<file path="config.mk">
export PLATFORM = sky130hd
export DESIGN_NAME = osdWindow
export DESIGN_NICKNAME = d
export VERILOG_FILES = /design/src/osdPkg.sv /design/src/osdWindow.sv
export SDC_FILE = /design/constraint.sdc
export NUM_CORES = 1
export LEC_CHECK = 0
export ABC_AREA = 0
export CAP_MARGIN = 15
export CORE_UTILIZATION = 29
export DETAILED_ROUTE_END_ITERATION = 8
export DONT_BUFFER_PORTS = 1
export SLEW_MARGIN = 20
export SYNTH_ARGS = -nofsm -noshare
export SYNTH_HDL_FRONTEND = slang
export SYNTH_SLANG_ARGS = --single-unit
</file>
<file path="constraint.sdc">
create_clock -name clk_sys -period 4.8 [get_ports clk_sys]
set_clock_uncertainty 0.1 [all_clocks]
set_input_delay 0.96 -clock clk_sys [delete_from_list [all_inputs] [get_ports clk_sys]]
set_output_delay 0.96 -clock clk_sys [all_outputs]
set_load 0.1 [all_outputs]
</file>
<file path="src/osdPkg.sv">
// geometry and colour are fixed at build time
// sizes wrap at 10 bits so modes above 1023 pixels or lines are not measured
package osdPkg;

	// ********************************************************************
	// widths
	// ********************************************************************
	localparam int colorW = 6;
	localparam int cntW = 10;
	localparam int bufAddrW = 11;

	// ********************************************************************
	// window geometry and colour
	// ********************************************************************
	localparam logic [cntW-1:0] osdWidth = 10'd256;
	localparam logic [cntW-1:0] osdHeight = 10'd128;
	localparam logic [cntW-1:0] doubleScanLines = 10'd350;

	// shifts from the centred position
	localparam logic signed [cntW-1:0] osdXOffset = '0;
	localparam logic signed [cntW-1:0] osdYOffset = '0;

	// two bits each for r, g and b
	localparam logic [colorW-1:0] osdColor = '1;

	// command class from the top bits of the first byte
	typedef enum logic [1:0] {
		cmdNone,
		cmdWrite,
		cmdEnable
	} spiCmdE;

	typedef struct packed {
		logic [colorW-1:0] r;
		logic [colorW-1:0] g;
		logic [colorW-1:0] b;
	} rgbT;

	typedef struct packed {
		logic we;
		logic [bufAddrW-1:0] addr;
		logic [7:0] data;
	} bufWriteT;

	typedef struct packed {
		logic [cntW-1:0] hCnt;
		logic [cntW-1:0] vCnt;
		logic [cntW-1:0] dspWidth;
		logic [cntW-1:0] dspHeight;
		logic hActive;
		logic vActive;
	} videoTimingT;

endpackage

</file>
<file path="src/osdWindow.sv">
// window is centred on the measured display; height doubles above 350 lines
// the byte address runs two pixels ahead of the beam
`timescale 1ns/1ns

module osdWindow (
	input  logic clk_sys,
	input  osdPkg::videoTimingT timing,
	input  logic osdShown,
	output logic [osdPkg::bufAddrW-1:0] rdAddr,
	output logic osdDe,
	output logic [2:0] pixSel
);

	logic doubleScan;
	logic [osdPkg::cntW-1:0] winHeight;
	logic [osdPkg::cntW-1:0] hSpare;
	logic [osdPkg::cntW-1:0] vSpare;
	logic [osdPkg::cntW-1:0] hStart;
	logic [osdPkg::cntW-1:0] hEnd;
	logic [osdPkg::cntW-1:0] vStart;
	logic [osdPkg::cntW-1:0] vEnd;
	logic [osdPkg::cntW-1:0] osdH;
	logic [osdPkg::cntW-1:0] osdV;
	logic [osdPkg::cntW-1:0] osdHNext2;
	logic [2:0] rowSel;
	logic inWindow;

	// ********************************************************************
	// window placement
	// ********************************************************************
	assign doubleScan = timing.dspHeight > osdPkg::doubleScanLines;
	assign winHeight = doubleScan ? (osdPkg::osdHeight << 1) : osdPkg::osdHeight;

	assign hSpare = timing.dspWidth - osdPkg::osdWidth;
	assign vSpare = timing.dspHeight - winHeight;

	assign hStart = (hSpare >> 1) + osdPkg::osdXOffset;
	assign hEnd = hStart + osdPkg::osdWidth;
	assign vStart = (vSpare >> 1) + osdPkg::osdYOffset;
	assign vEnd = vStart + winHeight;

	assign inWindow = (timing.hCnt >= hStart) && (timing.hCnt < hEnd) &&
		(timing.vCnt >= vStart) && (timing.vCnt < vEnd);

	assign osdDe = osdShown && timing.hActive && timing.vActive && inWindow;

	// ********************************************************************
	// buffer addressing
	// ********************************************************************

	// beam position relative to the window corner
	assign osdH = timing.hCnt - hStart;
	assign osdV = timing.vCnt - vStart;
	assign osdHNext2 = osdH + 2'd2;

	// 16 lines per buffer row, 32 in double scan
	assign rowSel = doubleScan ? osdV[7:5] : osdV[6:4];

	always_ff @(posedge clk_sys) begin
		rdAddr <= {rowSel, osdHNext2[7:0]};
		pixSel <= doubleScan ? osdV[4:2] : osdV[3:1];
	end

endmodule

</file>
==> summary.md, run 1 <==
| Metric | Value |
|---|---|
| Status | `complete, but fails checks` |
| Failing checks | `negative setup slack` |
| Total I/O pin count | `~60` |
| Seq/Total Area, Yosys | `roughly 18%` |
| Final WS setup | `-0.411 ns` |
| Lkg Pwr | `~0.9 nW` |
| DRC | `0` |
| Die W | `~76 um` |
| Synth Area in Compound Gates | `roughly 14%` |
| Share of post-route cells with drive strength above 1 | `between 10% and 20%` |
| Congestion Overflow GR | `0` |
| Simple-gate share of the synthesized area | `under 10%` |
| Critical path launch point type | `input port` |
| Post-synthesis adder-cell area fraction | `about a third` |
| Clock Path Buffers | `2` |
| Dominant register cell in the synthesized netlist | `dfxtp_1` |
| Async set-reset flop share out of synthesis | `0%` |
| Worst-path fanout max | `2` |
| Worst slew margin | `36.6%` |
| Mux share of post-synthesis cell area | `6.98%` |
| Maximum VDD drop | `around 0.18 mV` |
| Worst-path clk slew | `0.06 ns` |
| Antenna fix cells | `0` |
| Register Area | `roughly 280 um^2` |
| Slew @ Worst Pin | `~0.95 ns` |
| Syn nets | `around 250` |
| Largest family of logic cells by synthesized area | `adder cells` |
| Synth cell count leaders | `ha_1 (33), inv_1 (32), dfxtp_1 (14)` |
| Post-synth EDFFs | `0` |
| Syn Area/Cell | `slightly above 9 um^2` |
| Final wirelength | `3000 um` |
| Die Ht | `between 70 and 80 um` |
| Core Rows | `26` |
| Synth cell types | `40` |
| Multi-input gate area | `between 1000 and 1500 um^2` |
| Tcrit/Tclk final | `109%` |
| Synthesized flop and latch total | `14` |
| Iteration-0 DRC Markers | `33` |
| Core footprint | `5170 um^2` |
| Area growth, synth to finish | `13.4%` |
| Largest net degree at the start of global routing | `9` |
| # fillers | `524` |
| Mapped Cells | `170` |
| GPL Wtd Cong | `0.690` |
| CTS Sinks | `14` |
| GRT Total Usage | `10.9%` |
| Global-route wire length before repair | `4760 um` |
| Post-route minimum period | `roughly 5.2 ns` |
| Yosys top cell by area | `ha_1` |
| Nets@finish | `around 270` |
| Power Dens Cells | `between 300 and 400 nW/um^2` |
| Final setup viols | `1` |
| TritonCTS clock tree | `yes` |
| Total CTS buffers | `3` |
| Via count | `approximately 1200` |
| Hold Crit Class | `in -> reg` |
| DR pass1 iterations | `4` |
| RSZ-0062 raised after global routing | `true` |
| DP HPWL | `~2700 um` |
| Share of the synthesized area in the top cell type | `between 20% and 30%` |
| Post-CTS Repair Setup Buffers | `0` |
| XOR/XNOR share of the synthesized area | `about 6.7%` |
| Slew Limit Fails | `0` |
| Initial antenna violation count | `0` |
| Largest cells by area after synthesis | `ha_1 (26%), dfxtp_1 (18%), fa_1 (8.9%), inv_1 (7.6%), mux2_4 (5.7%)` |
| Die area | `roughly 5700 um^2` |
| Htree depth | `1` |
| WP data arrival | `4.15 ns` |
| Max-Cap Viols | `0` |
| Vias in the first global route | `approximately 1100` |
| Post-cts sizing count | `0` |
| Yosys warning count | `0` |
| Final hold vios | `0` |
| Synthesized area | `between 1500 and 2000 um^2` |
| CP Capture Type | `primary output` |
| Post-DRT Antenna Nets | `0` |
| WS Path Type | `in -> out` |
| Average wire per standard cell | `12.0 um` |
| Final core occ | `34.6%` |
| Req. time, crit path | `between 3 and 4 ns` |
| Setup TNS Final | `-0.411 ns` |
| IO Port Bufs | `0` |
| Via density per instance | `about 4.7` |
| Initial Utilization | `between 30 and 40%` |
| Most numerous cell in the Yosys netlist | `ha_1` |
| Fmax | `192 MHz` |
| Root buffer cell | `clkbuf_8` |
layer usage:
metal / track usage [%] / vias to the layer above / share of wire (%)
li1: - / 603 / -
met1: 13.6 / 522 / 42
met2: 17.6 / 37 / 47
met3: 3.31 / 4 / 9.1
met4: 4.32 / 0 / 1.3
met5: 0 / - / 0
path summary, 6_finish.rpt:
path,startpoint,to,cells after the start
setup / recovery,timing[6],osdDe,17
hold / removal,timing[13],rdAddr[0]$_DFF_P_,2
power breakdown:
group	internal (mW)	switching, mW	leakage, nW
Sequential	0.149	0.246	0.118
Clock	0.0725	0.0418	0.0288
Combinational	0.0958	0.0925	0.752
final cells by class:
class | instances | share of cell area, %
repair buffers | 7 | 3.64
flip-flops and latches | 14 | 15.7
inverters | 35 | 7.84
well taps | 70 | 4.90
multi-input cells | 120 | 64.9
clock buffers | 4 | 3.08
state kept, by name (all words and copies together) (netlist names):
| signal | count |
|---|---|
| pixSel | 3 |
| rdAddr | 11 |
repair_timing:
item | CTS | global route
hold buffers | 0 | 0
setup endpoints to repair | 1 | 1
pin swaps | 0 | 0
hold endpoints to repair | 0 | 0
critical path, stage by stage:
cell,delay [ns]
and3_1,0.16
a31oi_1,0.17
o21ai_1,0.08
a21o_1,0.22
inv_4,0.06
ha_1,0.13
inv_1,0.05
fa_1,0.51
ha_1,0.14
inv_1,0.04
fa_1,0.43
ha_1,0.31
nor2b_1,0.13
o21ai_1,0.13
nand4_1,0.14
a2111oi_4,0.27
buf_12,0.22
cells in the final DEF, fill, tap and decap left out, drive strengths merged, types with 4 or more instances in the layout:
cell type   n
clkbuf      4
fa          7
dfxtp      14
mux2        6
a21oi       7
nand2       5
o21ai       5
ha         33
nor2        5
buf         7
xnor2       5
xor2        7
o21bai      4
inv        33
nand4       4
per-stage QoR:
stage	area (um^2)	setup WS [ns]	std cells	total power [mW]	hold WS [ns]
6_report	1790	-0.411	250	0.698	0.818
5_1_grt	1790	-0.595	250	0.747	0.818
4_1_cts	1790	-0.450	250	0.709	0.808
3_5_place_dp	1730	-0.454	246	0.590	1.08
3_3_place_gp	1730	-0.422	246	0.587	1.08
2_1_floorplan	1590	-0.968	170	0.547	1.06
cells by family (layout without fill, tap and decap cells):
| logic type | after synthesis | count (layout) |
|---|---|---|
| muxes | 8 | 8 |
| xor gates and xnor gates | 12 | 12 |
| adders and majority gates | 40 | 40 |
| DFF | 14 | 14 |
| AOI/OAI and AO/OA | 32 | 32 |
| buffers and inverters | 36 | 46 |
| and+or+nand+nor | 28 | 28 |
No activity file was read; power rests on OpenSTA's default activity.
==> run 2: changes to the inputs <==
clock period = 5.2 ns   (was 4.8 ns; I/O delays follow)
==> summary.md, run 2 (same netlist as run 1, synthesis figures left out) <==
| Metric | Value |
|---|---|
| Status | `complete, but fails checks` |
| Failing checks | `negative setup slack` |
| DP HPWL | `2710 um (-0.93%)` |
| Final hold vios | `0 (unchanged)` |
| Met1 wire length | `1340 um (+5.1%)` |
| Initial Utilization | `30.5% (unchanged)` |
| Post-route minimum period | `5.43 ns` |
| Maximum VDD drop | `0.189 mV (+5.3%)` |
| RSZ-0062 raised after global routing | `true` |
| GRT Total Usage | `10.8% (-0.061 points)` |
| Final wirelength | `2970 um (-0.83%)` |
| Via count | `1144 (-1.9%)` |
| Max reg flops | `11 (unchanged)` |
| Iteration-0 DRC Markers | `11 (-67%)` |
| Register share of total power | `56.6% (about the same)` |
| Critical path launch point type | `input port` |
| Clock power frac | `16.4% (about the same)` |
| Die W | `75.7 um (unchanged)` |
| Post-CTS Repair Setup Buffers | `0 (unchanged)` |
| Clock Path Buffers | `2 (unchanged)` |
| Nets@finish | `263 (-0.75%)` |
| Fin cells | `248 (-0.80%)` |
| Hold Crit Class | `in -> reg` |
| Hold_ws | `0.898 ns (+0.0800 ns)` |
| Largest net degree at the start of global routing | `9 (unchanged)` |
| Initial antenna violation count | `0 (unchanged)` |
| Slew Limit Fails | `0 (unchanged)` |
| Biggest regs | `rdAddr: 11 flops, pixSel: 3 flops` |
| Core footprint | `5170 um^2 (unchanged)` |
| Total I/O pin count | `59 (unchanged)` |
| WP data arrival | `4.29 ns (+0.14 ns)` |
| Lkg Pwr | `0.890 nW (-0.91%)` |
| Vias in the first global route | `1135 (+4.4%)` |
| Biggest register | `rdAddr` |
| Final setup viols | `1 (unchanged)` |
| Post-DRT Antenna Nets | `0 (unchanged)` |
| Tcrit/Tclk final | `104%` |
| Average wire per standard cell | `12.0 um (about the same)` |
| Global-route wire length before repair | `4750 um (-0.29%)` |
| CTS Sinks | `14 (unchanged)` |
| Area growth, synth to finish | `12.9%` |
| Worst-path clk slew | `0.06 ns (about the same)` |
| Req. time, crit path | `4.06 ns (+0.32 ns)` |
| Share of post-route cells with drive strength above 1 | `12.4% (-0.42 points)` |
| Die Ht | `75.7 um (unchanged)` |
| Die area | `5740 um^2 (unchanged)` |
| Power Dens Cells | `362 nW/um^2 (-7.4%)` |
| Via density per instance | `4.61 (-1.1%)` |
| Htree depth | `1 (unchanged)` |
| Sw frac | `54.6% (about the same)` |
| Hold buffer count at CTS | `0 (unchanged)` |
| Commonest non-fill, non-tap cell in the layout | `ha_1` |
| Fmax | `around 180 MHz` |
| Combinational share of power | `27.0% (about the same)` |
| Worst slew margin | `36.9% (+0.27 points)` |
| Final WS setup | `-0.229 ns (+0.182 ns)` |
| Placed insts | `244 (-0.81%)` |
| Switching power | `351 uW (-7.7%)` |
| Slew @ Worst Pin | `0.946 ns (-0.00406 ns)` |
| P_int | `293 uW (-7.8%)` |
| Max-Cap Viols | `0 (unchanged)` |
| CP Capture Type | `primary output` |
| TritonCTS clock tree | `yes` |
| DRC | `0 (unchanged)` |
| WS Path Type | `in -> out` |
| DR WL met3 | `215 um (-21%)` |
| Final core occ | `34.4% (-0.15 points)` |
| Total CTS buffers | `3 (unchanged)` |
| GPL Wtd Cong | `0.705 (+2.2%)` |
| Core Rows | `26 (unchanged)` |
| DR pass1 iterations | `4 (unchanged)` |
| Congestion Overflow GR | `0 (unchanged)` |
| Antenna fix cells | `0 (unchanged)` |
| Most frequent cells in the layout | `ha_1 (33), inv_1 (32), dfxtp_1 (14), fa_1 (7)` |
| Root buffer cell | `clkbuf_8` |
| DR top layer | `met4` |
| Pre-CTS setup slack | `-0.260 ns (+0.193 ns)` |
| IO Port Bufs | `0 (unchanged)` |
| Met2 wire length | `1370 um (-3.0%)` |
| Worst-path fanout max | `2 (unchanged)` |
-- run 2: changes by cell type in the layout (fill, tap and decap cells not counted) --
cell	change
buf_4	-2
xor2_1	-1
xor2_2	+1
-- run 2: path summary, 6_finish.rpt --
| check | start | end | slack [ns] | cells after the start |
|---|---|---|---|---|
| worst max-delay path | timing[6] | osdDe | -0.23 | 17 |
| worst min-delay path | timing[13] | rdAddr[0]$_DFF_P_ | 0.90 | 2 |
-- run 2: worst max-delay path: stages --
cell,delay [ns]
and3_1,0.16
a31oi_1,0.18
o21ai_1,0.08
a21o_1,0.22
inv_4,0.06
ha_1,0.13
inv_1,0.05
fa_1,0.49
ha_1,0.14
inv_1,0.05
fa_1,0.43
ha_1,0.31
nor2b_1,0.14
o21ai_1,0.14
nand4_1,0.15
a2111oi_4,0.28
buf_12,0.22
-- run 2: repair_timing --
item                                   4_1_cts  5_1_grt
endpoints found under the hold margin        0        0
resized for setup                            0        1
setup endpoints to repair                    1        1
-- run 2: per-stage QoR --
step / instance area, um^2 / TNS [ns] / power (mW)
finish: 1780 / -0.229 / 0.644
floorplan: 1590 / -0.728 / 0.505
global placement: 1720 / -0.241 / 0.541
global route: 1780 / -0.425 / 0.687
CTS: 1770 / -0.271 / 0.651
detailed placement: 1720 / -0.260 / 0.543
-- run 2: cell type report --
| cell class | count | area [um^2] |
|---|---|---|
| clock buffers | 4 | 55.1 |
| inverters | 35 | 140 |
| repair buffers | 5 | 50.0 |
| fillers | 520 | 3390 |
| flip-flops and latches | 14 | 280 |
| multi-input cells | 120 | 1170 |
| well taps | 70 | 87.6 |
-- run 2: power by group through the flow --
stage | clock network (mW) | logic, mW | registers, mW
5_1_grt | 0.114 | 0.201 | 0.371
3_3_place_gp | 0 | 0.175 | 0.366
3_5_place_dp | 0 | 0.176 | 0.367
6_report | 0.105 | 0.174 | 0.364
2_1_floorplan | 0 | 0.141 | 0.364
4_1_cts | 0.109 | 0.177 | 0.365
-- run 2: routing by layer --
metal	track usage, %	vias to the layer above
li1	-	600
met4	5.14	0
met5	0	-
met2	17.7	32
met1	13.6	508
met3	2.38	4
