[config.mk]
export PLATFORM = sky130hd
export DESIGN_NAME = osdMixer
export DESIGN_NICKNAME = d
export VERILOG_FILES = /design/src/osdPkg.sv /design/src/osdMixer.sv
export SDC_FILE = /design/constraint.sdc
export NUM_CORES = 1
export LEC_CHECK = 0
export BUFFER_PORTS_ARGS = -buffer_cell sky130_fd_sc_hd__clkbuf_2
export CAP_MARGIN = 30
export CORE_ASPECT_RATIO = 1.25
export CORE_MARGIN = 4
export CORE_UTILIZATION = 23
export CTS_CLUSTER_DIAMETER = 120
export CTS_CLUSTER_SIZE = 20
export DETAILED_ROUTE_END_ITERATION = 16
export PLACE_DENSITY = 0.49
export RECOVER_POWER = 50
export SLEW_MARGIN = 10
export SYNTH_ARGS = -nofsm -noshare
export SYNTH_HDL_FRONTEND = slang
export SYNTH_SLANG_ARGS = --single-unit
[constraint.sdc]
create_clock -name clk_sys -period 1.55 [get_ports clk_sys]
set_input_delay 0.3875 -clock clk_sys [delete_from_list [all_inputs] [get_ports clk_sys]]
set_output_delay 0.3875 -clock clk_sys [all_outputs]
set_load 0.05 [all_outputs]
[src/osdPkg.sv]
// geometry and colour are fixed at build time
// sizes wrap at 10 bits so modes above 1023 pixels or lines are not measured
package osdPkg;

	// ********************************************************************
	// widths
	// ********************************************************************
	localparam int colorW = 6;
	localparam int cntW = 10;
	localparam int bufAddrW = 11;

	// ********************************************************************
	// window geometry and colour
	// ********************************************************************
	localparam logic [cntW-1:0] osdWidth = 10'd256;
	localparam logic [cntW-1:0] osdHeight = 10'd128;
	localparam logic [cntW-1:0] doubleScanLines = 10'd350;

	// shifts from the centred position
	localparam logic signed [cntW-1:0] osdXOffset = '0;
	localparam logic signed [cntW-1:0] osdYOffset = '0;

	// two bits each for r, g and b
	localparam logic [colorW-1:0] osdColor = '1;

	// command class from the top bits of the first byte
	typedef enum logic [1:0] {
		cmdNone,
		cmdWrite,
		cmdEnable
	} spiCmdE;

	typedef struct packed {
		logic [colorW-1:0] r;
		logic [colorW-1:0] g;
		logic [colorW-1:0] b;
	} rgbT;

	typedef struct packed {
		logic we;
		logic [bufAddrW-1:0] addr;
		logic [7:0] data;
	} bufWriteT;

	typedef struct packed {
		logic [cntW-1:0] hCnt;
		logic [cntW-1:0] vCnt;
		logic [cntW-1:0] dspWidth;
		logic [cntW-1:0] dspHeight;
		logic hActive;
		logic vActive;
	} videoTimingT;

endpackage

[src/osdMixer.sv]
// one cycle from videoIn to videoOut both inside and outside the window
// the overlay background is always on
`timescale 1ns/1ns

module osdMixer (
	input  logic clk_sys,
	input  osdPkg::rgbT videoIn,
	input  logic osdDe,
	input  logic [2:0] pixSel,
	input  byte unsigned rdData,
	output osdPkg::rgbT videoOut
);

	logic pixBit;

	// pixel bit on top, colour pair below, dimmed video at the bottom
	function automatic logic [osdPkg::colorW-1:0] blend(
		input logic pix,
		input logic [1:0] colorPair,
		input logic [osdPkg::colorW-1:0] chan
	);
		return {{2{pix}}, colorPair, chan[osdPkg::colorW-1 -: 2]};
	endfunction

	// byte address is one pixel ahead, so the bit is held for a cycle
	always_ff @(posedge clk_sys) begin
		pixBit <= rdData[pixSel];
	end

	always_ff @(posedge clk_sys) begin
		if (osdDe) begin
			videoOut <= '{
				r: blend(pixBit, osdPkg::osdColor[5:4], videoIn.r),
				g: blend(pixBit, osdPkg::osdColor[3:2], videoIn.g),
				b: blend(pixBit, osdPkg::osdColor[1:0], videoIn.b)
			};
		end else begin
			videoOut <= videoIn;
		end
	end

endmodule

==> results of run 1 <==
## routing by layer
layer | GRT usage [%] | vias to the layer above | wire length (microns)
li1 | - | 261 | -
met1 | 7.81 | 225 | 503
met2 | 14.1 | 36 | 670
met3 | 3.16 | 0 | 203
met4 | 2.80 | 0 | 0
met5 | 0 | - | 0
## cells in the mapped netlist
| cell | instances |
|---|---|
| buf_2 | 1 |
| clkbuf_1 | 1 |
| dfxtp_1 | 19 |
| inv_1 | 6 |
| mux2_2 | 7 |
| mux4_1 | 2 |
| nand2_1 | 1 |
| o21ai_0 | 6 |
| or2_2 | 6 |
## placed cells by master (no fill, tap or decap)
cell,synthesis,layout
clkbuf_2,0,47
dfxtp_1,19,19
mux4_1,2,2
or2_2,6,6
mux2_2,7,7
inv_1,6,6
o21ai_0,6,6
clkinv_2,0,1
clkbuf_1,1,1
clkbuf_4,0,3
nand2_1,1,1
## worst reg2reg max path: cells and delay by family (launching register included)
kind | cells | cell delay [ns]
flip-flops | 1 | 0.31
AND/OR/NAND/NOR | 1 | 0.15
AO/OA/AOI/OAI | 1 | 0.12
## power breakdown
part | total [uW] | internal (uW) | switching [uW]
sequential | 539 | 529 | 10.2
clock | 239 | 95.8 | 143
combinational | 258 | 80.6 | 178
## kinds of logic (layout without fill, tap and decap cells)
logic type,Yosys count,after routing,synth area share [%]
simple gates,7,7,6.72
buf+inv,8,58,5.09
flops,19,19,61.9
mux,9,9,21.4
compound gates,6,6,4.89
## sequential cells by signal (all words and copies together), names as in the netlist
signal    count
videoOut     18
pixBit        1
## layout make-up
| class | instances | area [sq um] |
|---|---|---|
| clock buffers | 3 | 22.5 |
| fillers | 275 | 1590 |
| inverters | 6 | 22.5 |
| well taps | 33 | 41.3 |
| multi-input cells | 22 | 203 |
| flip-flops and latches | 19 | 380 |
| clock inverters | 1 | 5.00 |
| repair buffers | 48 | 239 |
## stage by stage
| stage | std cells | hold slack, ns | cell area, sq um |
|---|---|---|---|
| 2_1_floorplan | 49 | 0.472 | 614 |
| 3_3_place_gp | 128 | 0.575 | 887 |
| 3_5_place_dp | 128 | 0.574 | 887 |
| 4_1_cts | 132 | 0.267 | 915 |
| 5_1_grt | 132 | 0.265 | 913 |
| 6_report | 132 | 0.277 | 913 |
## final timing paths
| check | endpoint | from | cells after the start | slack (ns) |
|---|---|---|---|---|
| setup reg to reg | videoOut[10] | pixBit | 2 | 0.84 |
| setup / recovery | videoOut[6] | videoOut[6] | 1 | 0.27 |
| hold / removal | videoOut[9] | videoIn[9] | 2 | 0.28 |
| hold reg to reg | videoOut[4] | pixBit | 2 | 0.57 |
==> reports/results.ini, run 1 <==
[clock_network]
cts.sink_count = 19
post_cts_buffers = 0
ctsResizeCount = 0
cts_hold_buf = 0
cts_buffers = 3
cts_tree = yes
clk_latency_ns = 0.29
cts-root-buf = clkbuf_4
clockBufferDepth = 2
htree_levels = 1
clk_transition_reported_paths_ns = 0.10

[routing]
totalWireLength_microns = 1380
drtIter0Drc = 2
dr.pass1.iters = 4
ant_nets = 0
dr_total_vias = 522
post-route-drc-count = 0
wl_per_cell_microns = 10.4
vias_per_cell = 3.95

[floorplanning]
dieArea_sq_um = 3570
fp.dieH_microns = 65.8
initial_core_util_pct = 24.5
die_width_microns = 54.2
rows = 20
core_area_sq_um = 2500
num_io_pins = 49

[setup_path]
cp_top_family = flip-flops
cp_max_fo = 1
critPathBufInv = 1
crit_type = reg2out
path_cells = clkbuf_2
cp.required_ns = 1.16
crit_arrival_ns = 0.89
crit_slowest_cell = dfxtp_1
end_kind = output port
cp_slowest_stage_delay_ns = 0.33
cp-start-kind = flip-flop

[synth]
syn_area_sq_um = 614
ys_seq_area_share_pct = 61.9
synth-seq-cells = 19
synth_area_leaders = dfxtp_1 62%, mux2_2 13%, mux4_1 8.6%, or2_2 6.1%, o21ai_0 4.9%
synthCells = 49
synth.distinct_cells = 9
avgSynthCellArea_sq_um = 12.5
syn_nets = 80
synth_top_area_share_pct = 61.9
synth_top_area_cell = dfxtp_1
yosysWarningCount = 0

[timing]
finalSetupViolCount = 0
finalHoldViolations = 0
post-route-period-util_pct = 82.7
slew_viol_final = 0
timing.final.ws_setup_ns = 0.268
rsz0062_at_grt = false
setup_tns_ns = 0
worstMarginPinSlew_ns = 0.705
relSlewSlack_pct = 53.0
fin_crit_ns = 1.28
fmax_ghz = 0.780
finClkSkew_ns = 0.00256

[placement]
dp_slack_ns = 0.130
place_congestion = 0.668
port-buffer-count = 48
hpwlAfterDp_microns = 1150

[pwr]
ir_drop_uv = 360
cellLeakagePower_uw = 0.000478
powerDensity_nw_per_um2 = 1130
p_total_uw = 1040

[final_layout]
num-nets-final = 131
area_growth_pct = 48.7
drive_above_1_share_pct = 64.6
antennaDiodeCount = 0
postLayoutCoreUtil_pct = 36.5

[global_routing]
grtUsageTotal_pct = 7.85
grt_max_degree = 20
grt_pass1_wl_microns = 2060
gr-total-overflow = 0
antenna_found_initial = 0
grt_pass1_vias = 534

[flow_run]
cap_violations = 0

[hold_path]
hold_path_class = in2reg

[status]
status = complete, no violations

Note: power is estimated with default switching activity, not from simulation.
==> inputs of run 2 (changes only) <==
==> constraint.sdc (replaced) <==
create_clock -name clk_sys -period 1.3 [get_ports clk_sys]
set_input_delay 0.325 -clock clk_sys [delete_from_list [all_inputs] [get_ports clk_sys]]
set_output_delay 0.325 -clock clk_sys [all_outputs]
set_load 0.05 [all_outputs]
==> reports/results.ini, run 2 (synthesis results as in run 1) <==
[global_routing]
grt_pass1_vias = 534
gr-total-overflow = 0
grt_pass1_wl_microns = 2060
grt_max_degree = 20
grtUsageTotal_pct = 7.85
antenna_found_initial = 0

[timing]
timing.final.ws_setup_ns = 0.0803
slew_viol_final = 0
worstMarginPinSlew_ns = 0.334
post-route-period-util_pct = 93.8
relSlewSlack_pct = 77.8
finalSetupViolCount = 0
rsz0062_at_grt = false
finClkSkew_ns = 0.00268
finalHoldViolations = 0
fin_crit_ns = 1.22
fmax_ghz = 0.820

[floorplanning]
dieArea_sq_um = 3570
initial_core_util_pct = 24.5
fp.dieH_microns = 65.8
die_width_microns = 54.2
rows = 20
num_io_pins = 49
core_area_sq_um = 2500

[routing]
post-route-drc-count = 0
ant_nets = 0
wl_per_cell_microns = 10.4
dr.pass1.iters = 4
met1_length_microns = 504
top_layer_used = met3
drtIter0Drc = 2
wl_met2_microns = 671
totalWireLength_microns = 1380
vias_per_cell = 3.96
dr_wl_met3_microns = 203
dr_total_vias = 523

[final_layout]
num-nets-final = 131
largest_register = videoOut
top_regs = videoOut x18, pixBit x1
final_common_cell = clkbuf_2
area_growth_pct = 48.9
nFillCells = 275
postLayoutCoreUtil_pct = 36.6
largest_reg_flops = 18
antennaDiodeCount = 0
drive_above_1_share_pct = 65.7
mostFrequentLayoutCells = 48 x clkbuf_2, 19 x dfxtp_1, 7 x mux2_2

[clock_network]
cts-root-buf = clkbuf_4
cts_tree = yes
cts_buffers = 3
clk_transition_reported_paths_ns = 0.10
cts_hold_buf = 0
clk_latency_ns = 0.29
cts.sink_count = 19
post_cts_buffers = 0
clockBufferDepth = 2
htree_levels = 1
ctsResizeCount = 0

[setup_path]
crit_path_start = videoOut[6]
rr_endpoint = videoOut[10]
path_cells = clkbuf_2
cp_slowest_stage_delay_ns = 0.33
cp_top_family = flip-flops
crit_slowest_cell = dfxtp_1
cp-start-kind = flip-flop
crit_arrival_ns = 0.89
end_kind = output port
r2r_cells = 2
crit_type = reg2out
cp.required_ns = 0.98
critPathBufInv = 1
rr_startpoint = pixBit
reg2reg_slack_ns = 0.62
worst-path-stages = 1
cp-endpoint = videoOut[6]
cp_max_fo = 1

[pwr]
switching_share_pct = 31.9
cellLeakagePower_uw = 0.000481
p_seq_share_pct = 52.0
clockPowerShare_pct = 23.1
powerDensity_nw_per_um2 = 1350
comb_power_share_pct = 24.9
p_int_uw = 842
ir_drop_uv = 430
p_switching_uw = 395

[flow_run]
cap_violations = 0

[placement]
dp_slack_ns = -0.0575
place_congestion = 0.668
port-buffer-count = 48
hpwlAfterDp_microns = 1150

[hold_path]
hold_path_class = in2reg
worstHoldPathCells = 2

[status]
status = complete, no violations

==> run 2: cell counts in the layout (fill, tap and decap cells not counted) <==
No cell type changed its count.
==> run 2: worst min-delay path by stage <==
stage                 from  slack [ns]           end
2_1_floorplan  videoIn[14]        0.43  videoOut[14]
3_3_place_gp    videoIn[8]        0.51   videoOut[8]
3_5_place_dp    videoIn[2]        0.51   videoOut[2]
4_1_cts         videoIn[9]        0.20   videoOut[9]
5_1_grt         videoIn[2]        0.20   videoOut[2]
6_report        videoIn[9]        0.21   videoOut[9]
==> run 2: power by group through the flow <==
stage	Clock, uW	Combinational, uW	Sequential, uW
floorplan	0	55.3	817
global placement	0	310	656
detailed placement	0	314	658
CTS	302	314	644
global route	322	331	649
finish	285	308	643
==> run 2: per-layer routing <==
| metal | up-vias | track usage (%) |
|---|---|---|
| met5 | - | 0 |
| met2 | 36 | 14.1 |
| met3 | 0 | 3.16 |
| met4 | 0 | 2.80 |
| met1 | 226 | 7.81 |
| li1 | 261 | - |
==> run 2: final cells by class <==
class / instances / area, sq um / area share (%)
multi-input combinational: 22 / 203 / 22.2
clock buffer: 3 / 22.5 / 2.46
tap: 33 / 41.3 / 4.51
sequential: 19 / 380 / 41.6
timing repair buffer: 48 / 240 / 26.3
inverter: 6 / 22.5 / 2.46
clock inverter: 1 / 5.00 / 0.547
==> run 2: per-stage QoR <==
stage | instance area [sq um] | power [uW] | cells | setup TNS [ns] | hold slack [ns]
global placement | 887 | 965 | 128 | -0.0332 | 0.512
detailed placement | 887 | 971 | 128 | -0.0575 | 0.512
floorplan | 614 | 872 | 49 | 0 | 0.429
global route | 915 | 1300 | 132 | 0 | 0.203
CTS | 915 | 1260 | 132 | 0 | 0.204
finish | 915 | 1240 | 132 | 0 | 0.214
==> inputs of run 3 (changes only) <==
--- a/config.mk
+++ b/config.mk
@@ -13,7 +13,7 @@
 export CTS_CLUSTER_DIAMETER = 120
 export CTS_CLUSTER_SIZE = 20
 export DETAILED_ROUTE_END_ITERATION = 16
-export PLACE_DENSITY = 0.49
+export PLACE_DENSITY = 0.51
 export RECOVER_POWER = 50
 export SLEW_MARGIN = 10
 export SYNTH_ARGS = -nofsm -noshare
==> constraint.sdc (replaced) <==
create_clock -name clk_sys -period 1.1 [get_ports clk_sys]
set_input_delay 0.275 -clock clk_sys [delete_from_list [all_inputs] [get_ports clk_sys]]
set_output_delay 0.275 -clock clk_sys [all_outputs]
set_load 0.05 [all_outputs]
==> reports/results.ini, run 3 (synthesis results as in run 1) <==
[status]
status = complete, no violations

[routing]
drtIter0Drc = 5
totalWireLength_microns = 1390
post-route-drc-count = 0
wl_per_cell_microns = 10.5
dr_total_vias = 535
ant_nets = 0
dr.pass1.iters = 2
vias_per_cell = 4.05

[clock_network]
clockBufferDepth = 2
cts-root-buf = clkbuf_4
post_cts_buffers = 0
htree_levels = 1
cts.sink_count = 19
cts_buffers = 3
clk_transition_reported_paths_ns = 0.10
cts_tree = yes
clk_latency_ns = 0.28

[global_routing]
grt_pass1_vias = 561
grt_max_degree = 20
grtUsageTotal_pct = 8.26
grt_pass1_wl_microns = 2170
antenna_found_initial = 0
gr-total-overflow = 0

[floorplanning]
fp.dieH_microns = 65.8
initial_core_util_pct = 24.5
num_io_pins = 49
rows = 20
core_area_sq_um = 2500
die_width_microns = 54.2
dieArea_sq_um = 3570

[placement]
dp_slack_ns = -0.172
place_area_sq_um = 883
place_congestion = 0.598
placed_cells = 128
port-buffer-count = 48
hpwlAfterDp_microns = 1090

[setup_path]
worst-path-stages = 1
cp_slowest_stage_delay_ns = 0.35
crit_arrival_ns = 0.79
crit_type = reg2out
r2r_cells = 2
cp-start-kind = flip-flop
end_kind = output port
cp_max_fo = 1
crit_slowest_cell = dfxtp_1
cp.required_ns = 0.82
path_cells = buf_8
critPathBufInv = 1
cp_top_family = flip-flops

[timing]
finalHoldViolations = 0
timing.final.ws_setup_ns = 0.0381
fin_crit_ns = 1.06
relSlewSlack_pct = 77.0
worstMarginPinSlew_ns = 0.344
slew_viol_final = 0
fmax_ghz = 0.942
finClkSkew_ns = 0.00133
hold-worst-slack_ns = 0.169
finalSetupViolCount = 0
post-route-period-util_pct = 96.5

[pwr]
powerDensity_nw_per_um2 = 1440
cellLeakagePower_uw = 0.000534
ir_drop_uv = 446

[final_layout]
mostFrequentLayoutCells = 30 x clkbuf_2, 18 x buf_8, 13 x dfxtp_2
largest_register = videoOut
area_growth_pct = 80.0
postLayoutCoreUtil_pct = 44.2
stdcell_area_sq_um = 1110
antennaDiodeCount = 0
top_regs = videoOut x18, pixBit x1
largest_reg_flops = 18
instances_no_fill = 132
drive_above_1_share_pct = 79.8
num-nets-final = 131
final_common_cell = clkbuf_2

[flow_run]
cap_violations = 0

[hold_path]
worstHoldPathCells = 2
hold_path_class = in2reg

run 3: cell count changes in the layout (fill, tap and decap cells not counted):
cell	change
mux2_4	+1
dfxtp_2	+13
mux2_2	-1
clkbuf_1	+1
mux4_2	+2
buf_8	+18
clkbuf_2	-18
dfxtp_1	-13
mux4_1	-2
clkinv_2	-1
run 3: worst reg2reg max path: cells and delay by family (launching register included):
family | cells | cell delay (ns)
DFF | 1 | 0.31
AOI/OAI and AO/OA | 1 | 0.11
and+or+nand+nor | 1 | 0.14
run 3: worst paths after layout:
check | startpoint | end | slack [ns]
hold reg to reg | pixBit | videoOut[5] | 0.56
setup reg to reg | pixBit | videoOut[17] | 0.42
setup / recovery | videoOut[5] | videoOut[5] | 0.04
hold / removal | videoIn[8] | videoOut[8] | 0.17
run 3: cell type report:
class,count,area (sq um)
inverter,6,22.5
multi-input combinational,22,199
sequential,19,397
fill,260,1400
tap,33,41.3
timing repair buffer,48,420
clock buffer,4,26.3
run 3: through the flow:
stage	setup TNS (ns)	total power [uW]
after floorplan	-0.0201	1040
after global placement	-0.158	1150
after detailed placement	-0.172	1150
after CTS	0	1590
after global routing	-0.000809	1680
final	0	1600
run 3: power breakdown:
part	total (uW)	internal, uW	switching (uW)	leakage [uW]
Combinational	476	223	253	0.000360
Clock	333	141	192	0.0000150
Sequential	787	754	33.0	0.000159
Total	1600	1120	478	0.000534
run 3: metal layers:
| layer | track usage [%] | part of all wire [%] | vias up | routed length (microns) |
|---|---|---|---|---|
| met5 | 0 | 0 | - | 0 |
| li1 | - | - | 261 | - |
| met3 | 3.61 | 14 | 0 | 194 |
| met4 | 3.74 | 0 | 0 | 0 |
| met1 | 7.94 | 36 | 238 | 502 |
| met2 | 14.5 | 50 | 36 | 693 |
run 3: repair_timing:
item,in CTS,in global routing
pin swaps,0,0
gates resized for setup,38,29
hold buffers,0,0
endpoints found under the setup margin,18,18
