<file path="src/osdPkg.sv">
// geometry and colour are fixed at build time
// sizes wrap at 10 bits so modes above 1023 pixels or lines are not measured
package osdPkg;

	// ********************************************************************
	// widths
	// ********************************************************************
	localparam int colorW = 6;
	localparam int cntW = 10;
	localparam int bufAddrW = 11;

	// ********************************************************************
	// window geometry and colour
	// ********************************************************************
	localparam logic [cntW-1:0] osdWidth = 10'd256;
	localparam logic [cntW-1:0] osdHeight = 10'd128;
	localparam logic [cntW-1:0] doubleScanLines = 10'd350;

	// shifts from the centred position
	localparam logic signed [cntW-1:0] osdXOffset = '0;
	localparam logic signed [cntW-1:0] osdYOffset = '0;

	// two bits each for r, g and b
	localparam logic [colorW-1:0] osdColor = '1;

	// command class from the top bits of the first byte
	typedef enum logic [1:0] {
		cmdNone,
		cmdWrite,
		cmdEnable
	} spiCmdE;

	typedef struct packed {
		logic [colorW-1:0] r;
		logic [colorW-1:0] g;
		logic [colorW-1:0] b;
	} rgbT;

	typedef struct packed {
		logic we;
		logic [bufAddrW-1:0] addr;
		logic [7:0] data;
	} bufWriteT;

	typedef struct packed {
		logic [cntW-1:0] hCnt;
		logic [cntW-1:0] vCnt;
		logic [cntW-1:0] dspWidth;
		logic [cntW-1:0] dspHeight;
		logic hActive;
		logic vActive;
	} videoTimingT;

endpackage

</file>
<file path="src/syncAnalyzer.sv">
// one clk_sys cycle per pixel; sizes are valid after one full frame of sync
// the longer phase of each sync is taken as the display
`timescale 1ns/1ns

module syncAnalyzer (
	input  logic clk_sys,
	input  logic hSync,
	input  logic vSync,
	output osdPkg::videoTimingT timing
);

	logic hsD;
	logic hsD2;
	logic vsD;
	logic vsD2;
	logic hsFall;
	logic hsRise;
	logic vsFall;
	logic vsRise;
	logic [osdPkg::cntW-1:0] hCnt;
	logic [osdPkg::cntW-1:0] vCnt;
	logic [osdPkg::cntW-1:0] hsLow;
	logic [osdPkg::cntW-1:0] hsHigh;
	logic [osdPkg::cntW-1:0] vsLow;
	logic [osdPkg::cntW-1:0] vsHigh;
	logic hsPol;
	logic vsPol;

	// ********************************************************************
	// sync sampling and edges
	// ********************************************************************
	always_ff @(posedge clk_sys) begin
		hsD <= hSync;
		hsD2 <= hsD;
		vsD <= vSync;
		vsD2 <= vsD;
	end

	assign hsFall = hsD2 && !hsD;
	assign hsRise = !hsD2 && hsD;
	assign vsFall = vsD2 && !vsD;
	assign vsRise = !vsD2 && vsD;

	// ********************************************************************
	// beam counters and phase lengths
	// ********************************************************************
	always_ff @(posedge clk_sys) begin
		if (hsFall) begin
			hCnt <= '0;
			hsHigh <= hCnt;
		end else if (hsRise) begin
			hCnt <= '0;
			hsLow <= hCnt;
		end else begin
			hCnt <= hCnt + 1'b1;
		end
	end

	// a vsync edge wins over the line step
	always_ff @(posedge clk_sys) begin
		if (vsFall) begin
			vCnt <= '0;
			vsHigh <= vCnt;
		end else if (vsRise) begin
			vCnt <= '0;
			vsLow <= vCnt;
		end else if (hsRise) begin
			vCnt <= vCnt + 1'b1;
		end
	end

	// the sync pulse is the shorter phase
	assign hsPol = hsHigh < hsLow;
	assign vsPol = vsHigh < vsLow;

	assign timing = '{
		hCnt: hCnt,
		vCnt: vCnt,
		dspWidth: hsPol ? hsLow : hsHigh,
		dspHeight: vsPol ? vsLow : vsHigh,
		hActive: hsD2 != hsPol,
		vActive: vsD2 != vsPol
	};

endmodule

</file>
<file path="config.mk">
export PLATFORM = sky130hd
export DESIGN_NAME = syncAnalyzer
export DESIGN_NICKNAME = d
export VERILOG_FILES = /design/src/osdPkg.sv /design/src/syncAnalyzer.sv
export SDC_FILE = /design/constraint.sdc
export NUM_CORES = 1
export LEC_CHECK = 0
export ABC_AREA = 1
export BUFFER_PORTS_ARGS = -buffer_cell sky130_fd_sc_hd__buf_2
export CAP_MARGIN = 20
export CORE_MARGIN = 2
export CORE_UTILIZATION = 30
export DETAILED_ROUTE_END_ITERATION = 8
export SKIP_CTS_REPAIR_TIMING = 1
export SLEW_MARGIN = 0
export SYNTH_ARGS = -nofsm -noshare
export SYNTH_HDL_FRONTEND = slang
export SYNTH_SLANG_ARGS = --single-unit
</file>
<file path="constraint.sdc">
create_clock -name clk_sys -period 1.9 [get_ports clk_sys]
set_input_delay 0.285 -clock clk_sys [delete_from_list [all_inputs] [get_ports clk_sys]]
set_output_delay 0.285 -clock clk_sys [all_outputs]
set_load 0.01 [all_outputs]
</file>
==> results of run 1 <==
## metrics by stage
| step | cell area, µm² | setup slack [ns] | setup TNS, ns | hold slack, ns |
|---|---|---|---|---|
| after global routing | 4100 | -0.421 | -8.60 | 0.0266 |
| after global placement | 3510 | 0.107 | 0 | 0.362 |
| after CTS | 3710 | -0.305 | -6.21 | 0.0218 |
| final | 4100 | -0.313 | -5.95 | 0.0466 |
| after floorplan | 3110 | 0.261 | 0 | 0.313 |
| after detailed placement | 3510 | 0.0836 | 0 | 0.365 |
## placed cells by master, fill, tap and decap left out, drive strengths merged
master	synthesis	routed
nand2	94	94
xnor2	1	1
nor3	2	2
clkbuf	0	9
a21oi	13	13
nor3b	1	1
nor2	28	28
clkinv	0	2
a21o	2	2
inv	50	51
nand3	13	14
clkinvlp	0	3
edfxtp	40	40
xor2	1	1
ha	24	24
o21ai	7	7
buf	9	61
nand4	22	22
bufinv	0	1
dfxtp	24	24
## final timing paths
path                            depth (start not counted)      start         end  slack [ns]
worst min register to register                          0        hsD        hsD2        0.37
worst max register to register                          7       hsD2     vCnt[8]        0.42
worst min-delay path                                    1      hSync         hsD        0.05
worst max-delay path                                    9  hsHigh[7]  timing[19]       -0.31
## report_power, final
part           switching [mW]  internal, mW
Sequential             0.0481          1.53
Combinational           0.204         0.156
Clock                   0.534         0.604
## layer usage
layer | vias to the layer above | part of all wire, % | wire [µm]
li1 | 1227 | - | -
met4 | 0 | 3.0 | 206
met2 | 57 | 49 | 3400
met5 | - | 0 | 0
met3 | 17 | 3.4 | 235
met1 | 1164 | 44 | 3050
## cell families after synthesis
group | synth area share (%)
AND/OR/NAND/NOR | 24.1
adder cells (fa/ha/maj) | 9.65
AO/OA/AOI/OAI | 3.82
buffers and inverters | 7.84
flip-flops | 54.0
XOR/XNOR | 0.563
## registers in the layout (all words and copies together) (netlist names)
| signal | cells |
|---|---|
| vCnt | 10 |
| hsD2 | 1 |
| vsHigh | 10 |
| vsLow | 10 |
| hsLow | 10 |
| vsD | 1 |
| hsD | 1 |
| hCnt | 10 |
| hsHigh | 10 |
| vsD2 | 1 |
## area by class of cell
| cell class | instances | area [µm²] | area share [%] |
|---|---|---|---|
| clock buffer | 9 | 124 | 3.02 |
| inverter | 50 | 188 | 4.58 |
| tap | 136 | 170 | 4.15 |
| multi-input combinational | 209 | 1430 | 34.8 |
| timing repair buffer | 61 | 435 | 10.6 |
| sequential | 64 | 1680 | 41.1 |
| clock inverter | 7 | 71.3 | 1.74 |
==> run metrics, run 1 <==
vias in the first global route 2275; CTS Buf Count 9; Pleak 1.93 nW; Core Region 10200 µm²; Worst Path Required 1.62 ns; Die Area 11200 µm²; Total GRT Usage 12.1%; DRC marker count from the first detailed-route iteration 114; post-synth top area share 38.6%; outcome finished, violations left; cells taking the most area after synthesis edfxtp_1, dfxtp_1, nand2_1, ha_1, inv_1; Final Max Slew Viols 0; fill count 986; cell family with most CP delay flip-flops; most frequent cell after synthesis nand2_1; aggregate global routing overflow 0; Synth area leader edfxtp_1; WL/cell 12.9 µm; crit-path cells ha_4 -> nand2_1 -> a21oi_2 -> nor2_4 -> buf_4 -> nand3_2 -> nand2_1 -> nand2_1 -> buf_2; CP endpoint kind primary output; H-Tree Depth 3; worst vdd ir 0.317 mV; DIE HEIGHT 106 µm; clock skew 0.00222 ns; crit-path max cell delay 0.46 ns; Net Count, Synth 358; Cell variety after synth 28; Antenna Cells 0; Slowest-stage cell, CP edfxtp_1; Tot Pwr 3.07 mW; Setup violations, final 22; dpl hpwl 4710 µm; PwrDens 750 nW/µm²; minimum clock period 2.21 ns; Vias/cell 4.60; unrepaired setup endpoints after global routing yes; clk_lat worst skew 0.34 ns; FFs w/ async S/R, synth 0%; Pre-Repair DR Iteration Count 4; initial antenna violation count 0; first-pass GRT wire length 10500 µm; max-cap viol count 0; Mapped Cells 331; Avg Inst Size Synth 9.40 µm²; Max Buffers Root-to-Sink 2; post-synthesis sequential area ratio 54.0%; most frequent CP cell nand2_1; met1 usage 14.7%; fin util 40.2%; boundary pin count 45; relative slew slack 65.3%; DRC 0; layout net count 422; Startpoint Class register; DRT antenna net count 0; Synth Flop Type edfxtp_1; Rows 37; CTS Root Cell clkbuf_8; Worst-Margin Slew 0.520 ns; WP buf/inv 2; final hold vios 0; register bit total from synthesis 64; Commonest cells post-synth nand2_1, inv_1, edfxtp_1; worst-path fanout max 5; Syn. warnings 0; Tcrit/Tclk final 116%; CTS Sinks 64; Starting Density 30.6%; Critical Path AT 1.93 ns; WL final 6890 µm; grt met3 use 3.46%; total number of vias 2465; DP Cell Count 511; failing checks negative setup slack; worst setup margin -0.313 ns; Tightest Hold Check Type primary input to register; mapped cell area 3110 µm²; EDFF count, synth 40; met2 usage in global routing 19.4%; CTS tree yes; fmax 0.452 GHz; crit path kind register to primary output; share of cells above drive strength 1 34.3%; Placer Congestion 0.838; pin count of the biggest net entering global routing 13; Chip Width 106 µm; clk slew on worst S/H paths 0.07 ns; busiest grt layer met2; # port buffers 44; Layout area overhead 31.6%; non-filler cells, final 536
(Power assumes the default switching activity.)
==> run 2: changes to the inputs <==
==> constraint.sdc (replaced) <==
create_clock -name clk_sys -period 1.9 [get_ports clk_sys]
set_input_delay 0.285 -clock clk_sys [delete_from_list [all_inputs] [get_ports clk_sys]]
set_output_delay 0.285 -clock clk_sys [all_outputs]
set_load 0.005 [all_outputs]
==> run 2 against run 1 <==
Net effect: wire length increased by 3.9%; highest routed layer unchanged; global-route usage increased by 0.35 points; die area unchanged; the flow still finishes with violations (negative setup slack).
==> run metrics, run 2 (synthesis gave the netlist of run 1 again) <==
Chip Width 106 µm (unchanged); Antenna Cells 0 (unchanged); CP endpoint kind primary output; clk_lat worst skew 0.33 ns (about the same); first-pass GRT wire length 10900 µm (+4.2%); WL final 7170 µm (+3.9%); clock skew 0.00569 ns (+0.00347 ns); Setup violations, final 22 (unchanged); worst-path fanout max 7 (+2); Tightest Hold Check Type primary input to register; DRC marker count from the first detailed-route iteration 106 (-7.0%); CTS tree yes; total number of vias 2469 (+0.16%); Worst-Margin Slew 0.524 ns (+0.00397 ns); final hold vios 0 (unchanged); Layout area overhead 27.6%; R2R cell count 6 (-1); share of cells above drive strength 1 29.4% (-4.8 points); final instance area 3970 µm² (-3.1%); FF+latch area 1680 µm² (unchanged); CTS Buf Count 9 (unchanged); Vias/cell 4.60 (about the same); fmax 0.458 GHz (+1.3%); RR Startpoint hCnt[0]; DRC 0 (unchanged); dpl hpwl 4890 µm (+4.0%); Rows 37 (unchanged); failing checks negative setup slack; Tot Pwr 2.95 mW (-3.9%); PwrDens 743 nW/µm² (-0.89%); Total GRT Usage 12.4% (+0.35 points); most frequent cells in the layout nand2_1, inv_1, buf_2; Placed Area 3530 µm² (+0.43%); outcome finished, violations left; minimum clock period 2.18 ns (-0.0289 ns); Startpoint Class register; Crit. Startpoint hsHigh[7]; clk slew on worst S/H paths 0.07 ns (about the same); Final Max Slew Viols 0 (unchanged); RR Endpoint hCnt[8]; Reg2Reg Setup Slack 0.42 ns (about the same); CTS Sinks 64 (unchanged); DRT antenna net count 0 (unchanged); Max Buffers Root-to-Sink 2 (unchanged); Pre-Repair DR Iteration Count 4 (unchanged); pin count of the biggest net entering global routing 13 (unchanged); boundary pin count 45 (unchanged); Critical path destination timing[12]; Pleak 1.89 nW (-1.7%); layout net count 423 (+0.24%); Die Area 11200 µm² (unchanged); Core Region 10200 µm² (unchanged); unrepaired setup endpoints after global routing yes; CTS Root Cell clkbuf_8; Worst Path Required 1.62 ns (about the same); Starting Density 30.6% (unchanged); Hold WS 0.0530 ns (+0.00633 ns); Critical Path AT 1.90 ns (-0.03 ns); crit path kind register to primary output; # port buffers 44 (unchanged); relative slew slack 65.1% (-0.26 points); aggregate global routing overflow 0 (unchanged); initial antenna violation count 0 (unchanged); worst vdd ir 0.398 mV (+26%); Multi-input gate area 1360 µm² (-4.6%); WL/cell 13.3 µm (+3.7%); max-cap viol count 0 (unchanged); Placer Congestion 0.836 (-0.25%); fill count 1005 (+1.9%); most common cell after layout, fill and taps aside nand2_1; vias in the first global route 2403 (+5.6%); pre-CTS setup slack 0.0652 ns (-0.0184 ns); Tcrit/Tclk final 115% (-1.5 points); H-Tree Depth 3 (unchanged); DIE HEIGHT 106 µm (unchanged); worst setup margin -0.284 ns (+0.0289 ns)
run 2: changes by cell type in the layout (fill, tap and decap cells not counted), sizes merged:
| cell | change |
|---|---|
| clkinv | +3 |
| clkinvlp | -3 |
| buf | +1 |
| clkbuf | +1 |
| inv | -1 |
run 2: how the worst min path moves through the flow:
stage           from    to  depth (start not counted)
2_1_floorplan  hSync   hsD                          0
5_1_grt        hSync   hsD                          1
6_report       hSync   hsD                          1
3_5_place_dp     hsD  hsD2                          0
3_3_place_gp     vsD  vsD2                          0
4_1_cts        hSync   hsD                          1
run 2: power breakdown:
part           switching (mW)  internal (mW)
clock                   0.472          0.586
combinational           0.181          0.136
sequential             0.0495           1.53
run 2: per-layer routing:
layer,routed length (µm),track usage (%),share of wire [%],vias up
met1,3130,14.5,44,1170
met5,0,0,0,-
met4,246,7.61,3.4,0
met3,255,3.03,3.6,23
li1,-,-,-,1221
met2,3530,20.5,49,55
run 2: worst max-delay path, cell delays in order (launching register included):
cell and delay (ns):
edfxtp_1 0.40, ha_1 0.33, nand2_2 0.07, nor2_4 0.17, nand3_4 0.13, buf_6 0.16
nand4_1 0.10, nand2_1 0.06, buf_2 0.13
run 2: metrics by stage:
| step | std cells | TNS [ns] | util, % |
|---|---|---|---|
| 6_report | 537 | -5.62 | 39.0 |
| 4_1_cts | 529 | -6.51 | 36.4 |
| 3_5_place_dp | 513 | 0 | 34.6 |
| 5_1_grt | 537 | -8.15 | 39.0 |
| 2_1_floorplan | 331 | 0 | - |
| 3_3_place_gp | 513 | 0 | 34.6 |
run 2: area by class of cell:
| class | count | share of cell area (%) |
|---|---|---|
| Timing Repair Buffer | 62 | 9.89 |
| Tap cell | 136 | 4.28 |
| Clock inverter | 6 | 1.26 |
| Clock buffer | 10 | 3.21 |
| Inverter | 50 | 4.73 |
| Sequential cell | 64 | 42.3 |
| Multi-Input combinational cell | 209 | 34.3 |
==> run 3: changes to the inputs <==
--- a/config.mk
+++ b/config.mk
@@ -11,6 +11,7 @@
 export CORE_MARGIN = 2
 export CORE_UTILIZATION = 30
 export DETAILED_ROUTE_END_ITERATION = 8
+export SETUP_SLACK_MARGIN = 0.5
 export SKIP_CTS_REPAIR_TIMING = 1
 export SLEW_MARGIN = 0
 export SYNTH_ARGS = -nofsm -noshare
==> constraint.sdc (replaced) <==
create_clock -name clk_sys -period 2.5 [get_ports clk_sys]
set_input_delay 0.375 -clock clk_sys [delete_from_list [all_inputs] [get_ports clk_sys]]
set_output_delay 0.375 -clock clk_sys [all_outputs]
set_load 0.005 [all_outputs]
==> run 3 against run 2 <==
Net effect: the flow now finishes without violations; via count shrank 0.65%; sequential share of layout area down 1.5 points; critical path depth grew 1; clock power shrank 17%; clock skew up 0.0023 ns; die area unchanged; global-route usage shrank 0.53 points; cell count increased by 0.93%; clock-buffer cell count is the same; design area is 3.7% higher; critical endpoint is now timing[13].
==> run metrics, run 3 (synthesis gave the netlist of run 1 again) <==
# port buffers 44 (unchanged); Critical Path AT 1.95 ns (+0.05 ns); met1 usage 15.1% (+0.57 points); WL/cell 13.3 µm (about the same); WL final 7230 µm (+0.85%); aggregate global routing overflow 0 (unchanged); DIE HEIGHT 106 µm (unchanged); Max Buffers Root-to-Sink 2 (unchanged); Die Area 11200 µm² (unchanged); Tcrit/Tclk final 93.0%; boundary pin count 45 (unchanged); worst vdd ir 0.318 mV (-20%); Multi-input gate area 1450 µm² (+6.2%); Vias/cell 4.53 (-1.6%); RR Startpoint hsD2; worst-path fanout max 6 (-1); total number of vias 2453 (-0.65%); crit path kind register to primary output; DRC marker count from the first detailed-route iteration 50 (-53%); CTS Sinks 64 (unchanged); pin count of the biggest net entering global routing 13 (unchanged); vias in the first global route 2158 (-10%); DRC 0 (unchanged); Rows 37 (unchanged); share of cells above drive strength 1 31.8% (+2.3 points); clk slew on worst S/H paths 0.07 ns (about the same); fin util 40.5% (+1.5 points); worst hold path startpoint vSync; minimum clock period 2.32 ns; Core Region 10200 µm² (unchanged); Pre-Repair DR Iteration Count 4 (unchanged); fmax 0.430 GHz; dpl hpwl 4730 µm (-3.4%); CTS Root Cell clkbuf_8; busiest grt layer met2; Startpoint Class register; final hold vios 0 (unchanged); fill count 1011 (+0.60%); Total GRT Usage 11.9% (-0.53 points); Worst Path Required 2.12 ns (+0.50 ns); FF+latch area 1680 µm² (unchanged); PwrDens 565 nW/µm² (-24%); H-Tree Depth 3 (unchanged); CTS Buf Count 9 (unchanged); outcome finished, final reports clean; Placer Congestion 0.871 (+4.2%); Tightest Hold Check Type primary input to register; layout net count 428 (+1.2%); relative slew slack 65.8% (+0.76 points); pre-CTS setup slack 0.345 ns (+0.279 ns); first-pass GRT wire length 10400 µm (-4.9%); DRT antenna net count 0 (unchanged); max-cap viol count 0 (unchanged); initial antenna violation count 0 (unchanged); clk_lat worst skew 0.34 ns (about the same); unrepaired setup endpoints after global routing yes; Setup violations, final 0 (-100%); most frequent cells in the layout nand2_1, inv_1, buf_2; Antenna Cells 0 (unchanged); Crit. Startpoint hsHigh[7]; CTS tree yes; Hold WS 0.125 ns (+0.0717 ns); DP Cell Count 507 (-1.2%); grt met3 use 2.84% (-0.19 points); Tot Pwr 2.33 mW (-21%); CP endpoint kind primary output; met2 usage in global routing 18.6% (-1.9 points); Layout area overhead 32.4%; clock skew 0.00796 ns (+0.00226 ns); Starting Density 30.6% (unchanged); worst setup margin 0.175 ns (+0.460 ns); Chip Width 106 µm (unchanged); Pleak 1.93 nW (+2.0%); Final Max Slew Viols 0 (unchanged); non-filler cells, final 542 (+0.93%); most common cell after layout, fill and taps aside nand2_1; Worst-Margin Slew 0.513 ns (-0.0114 ns)
-- run 3: changes by cell type in the layout (fill, tap and decap cells not counted), sizes merged --
cell / change
clkinv: -3
nand3: +2
clkinvlp: +3
clkbuf: +1
buf: +2
-- run 3: metrics by stage --
stage	TNS (ns)	cell area, µm²
floorplan	0	3110
global placement	0	3480
detailed placement	0	3480
CTS	-0.0926	3680
global route	0	4120
finish	0	4120
-- run 3: metal layers --
metal  wire [µm]  vias to the layer above
met3         255                       14
li1            -                     1244
met1        3150                     1153
met2        3660                       42
met5           0                        -
met4         164                        0
-- run 3: power by group --
part	total (mW)	leakage, nW	switching [mW]	internal (mW)
combinational	0.246	1.24	0.142	0.103
sequential	1.20	0.605	0.0354	1.16
clock	0.885	0.0887	0.422	0.463
total	2.33	1.93	0.600	1.73
-- run 3: worst paths after layout --
path                            slack (ns)  cells after the start          to
worst max-delay path                  0.18                      9  timing[13]
worst min register to register        0.38                      0        vsD2
worst min-delay path                  0.12                      1         vsD
worst max register to register        1.03                      7     vCnt[8]
-- run 3: cell type report --
type | count | share of cell area (%)
Timing Repair Buffer | 65 | 10.6
Inverter | 50 | 4.56
Tap cell | 136 | 4.13
Clock buffer | 10 | 3.10
Sequential cell | 64 | 40.8
Multi-Input combinational cell | 211 | 35.1
Clock inverter | 6 | 1.70
-- run 3: critical path: stages (launching register included) --
cell      delay [ns]
edfxtp_1        0.43
ha_1            0.34
nand2_1         0.09
a21oi_2         0.07
nor2_4          0.15
buf_12          0.13
nand3_4         0.12
nand2_1         0.10
nand2_2         0.06
buf_2           0.12
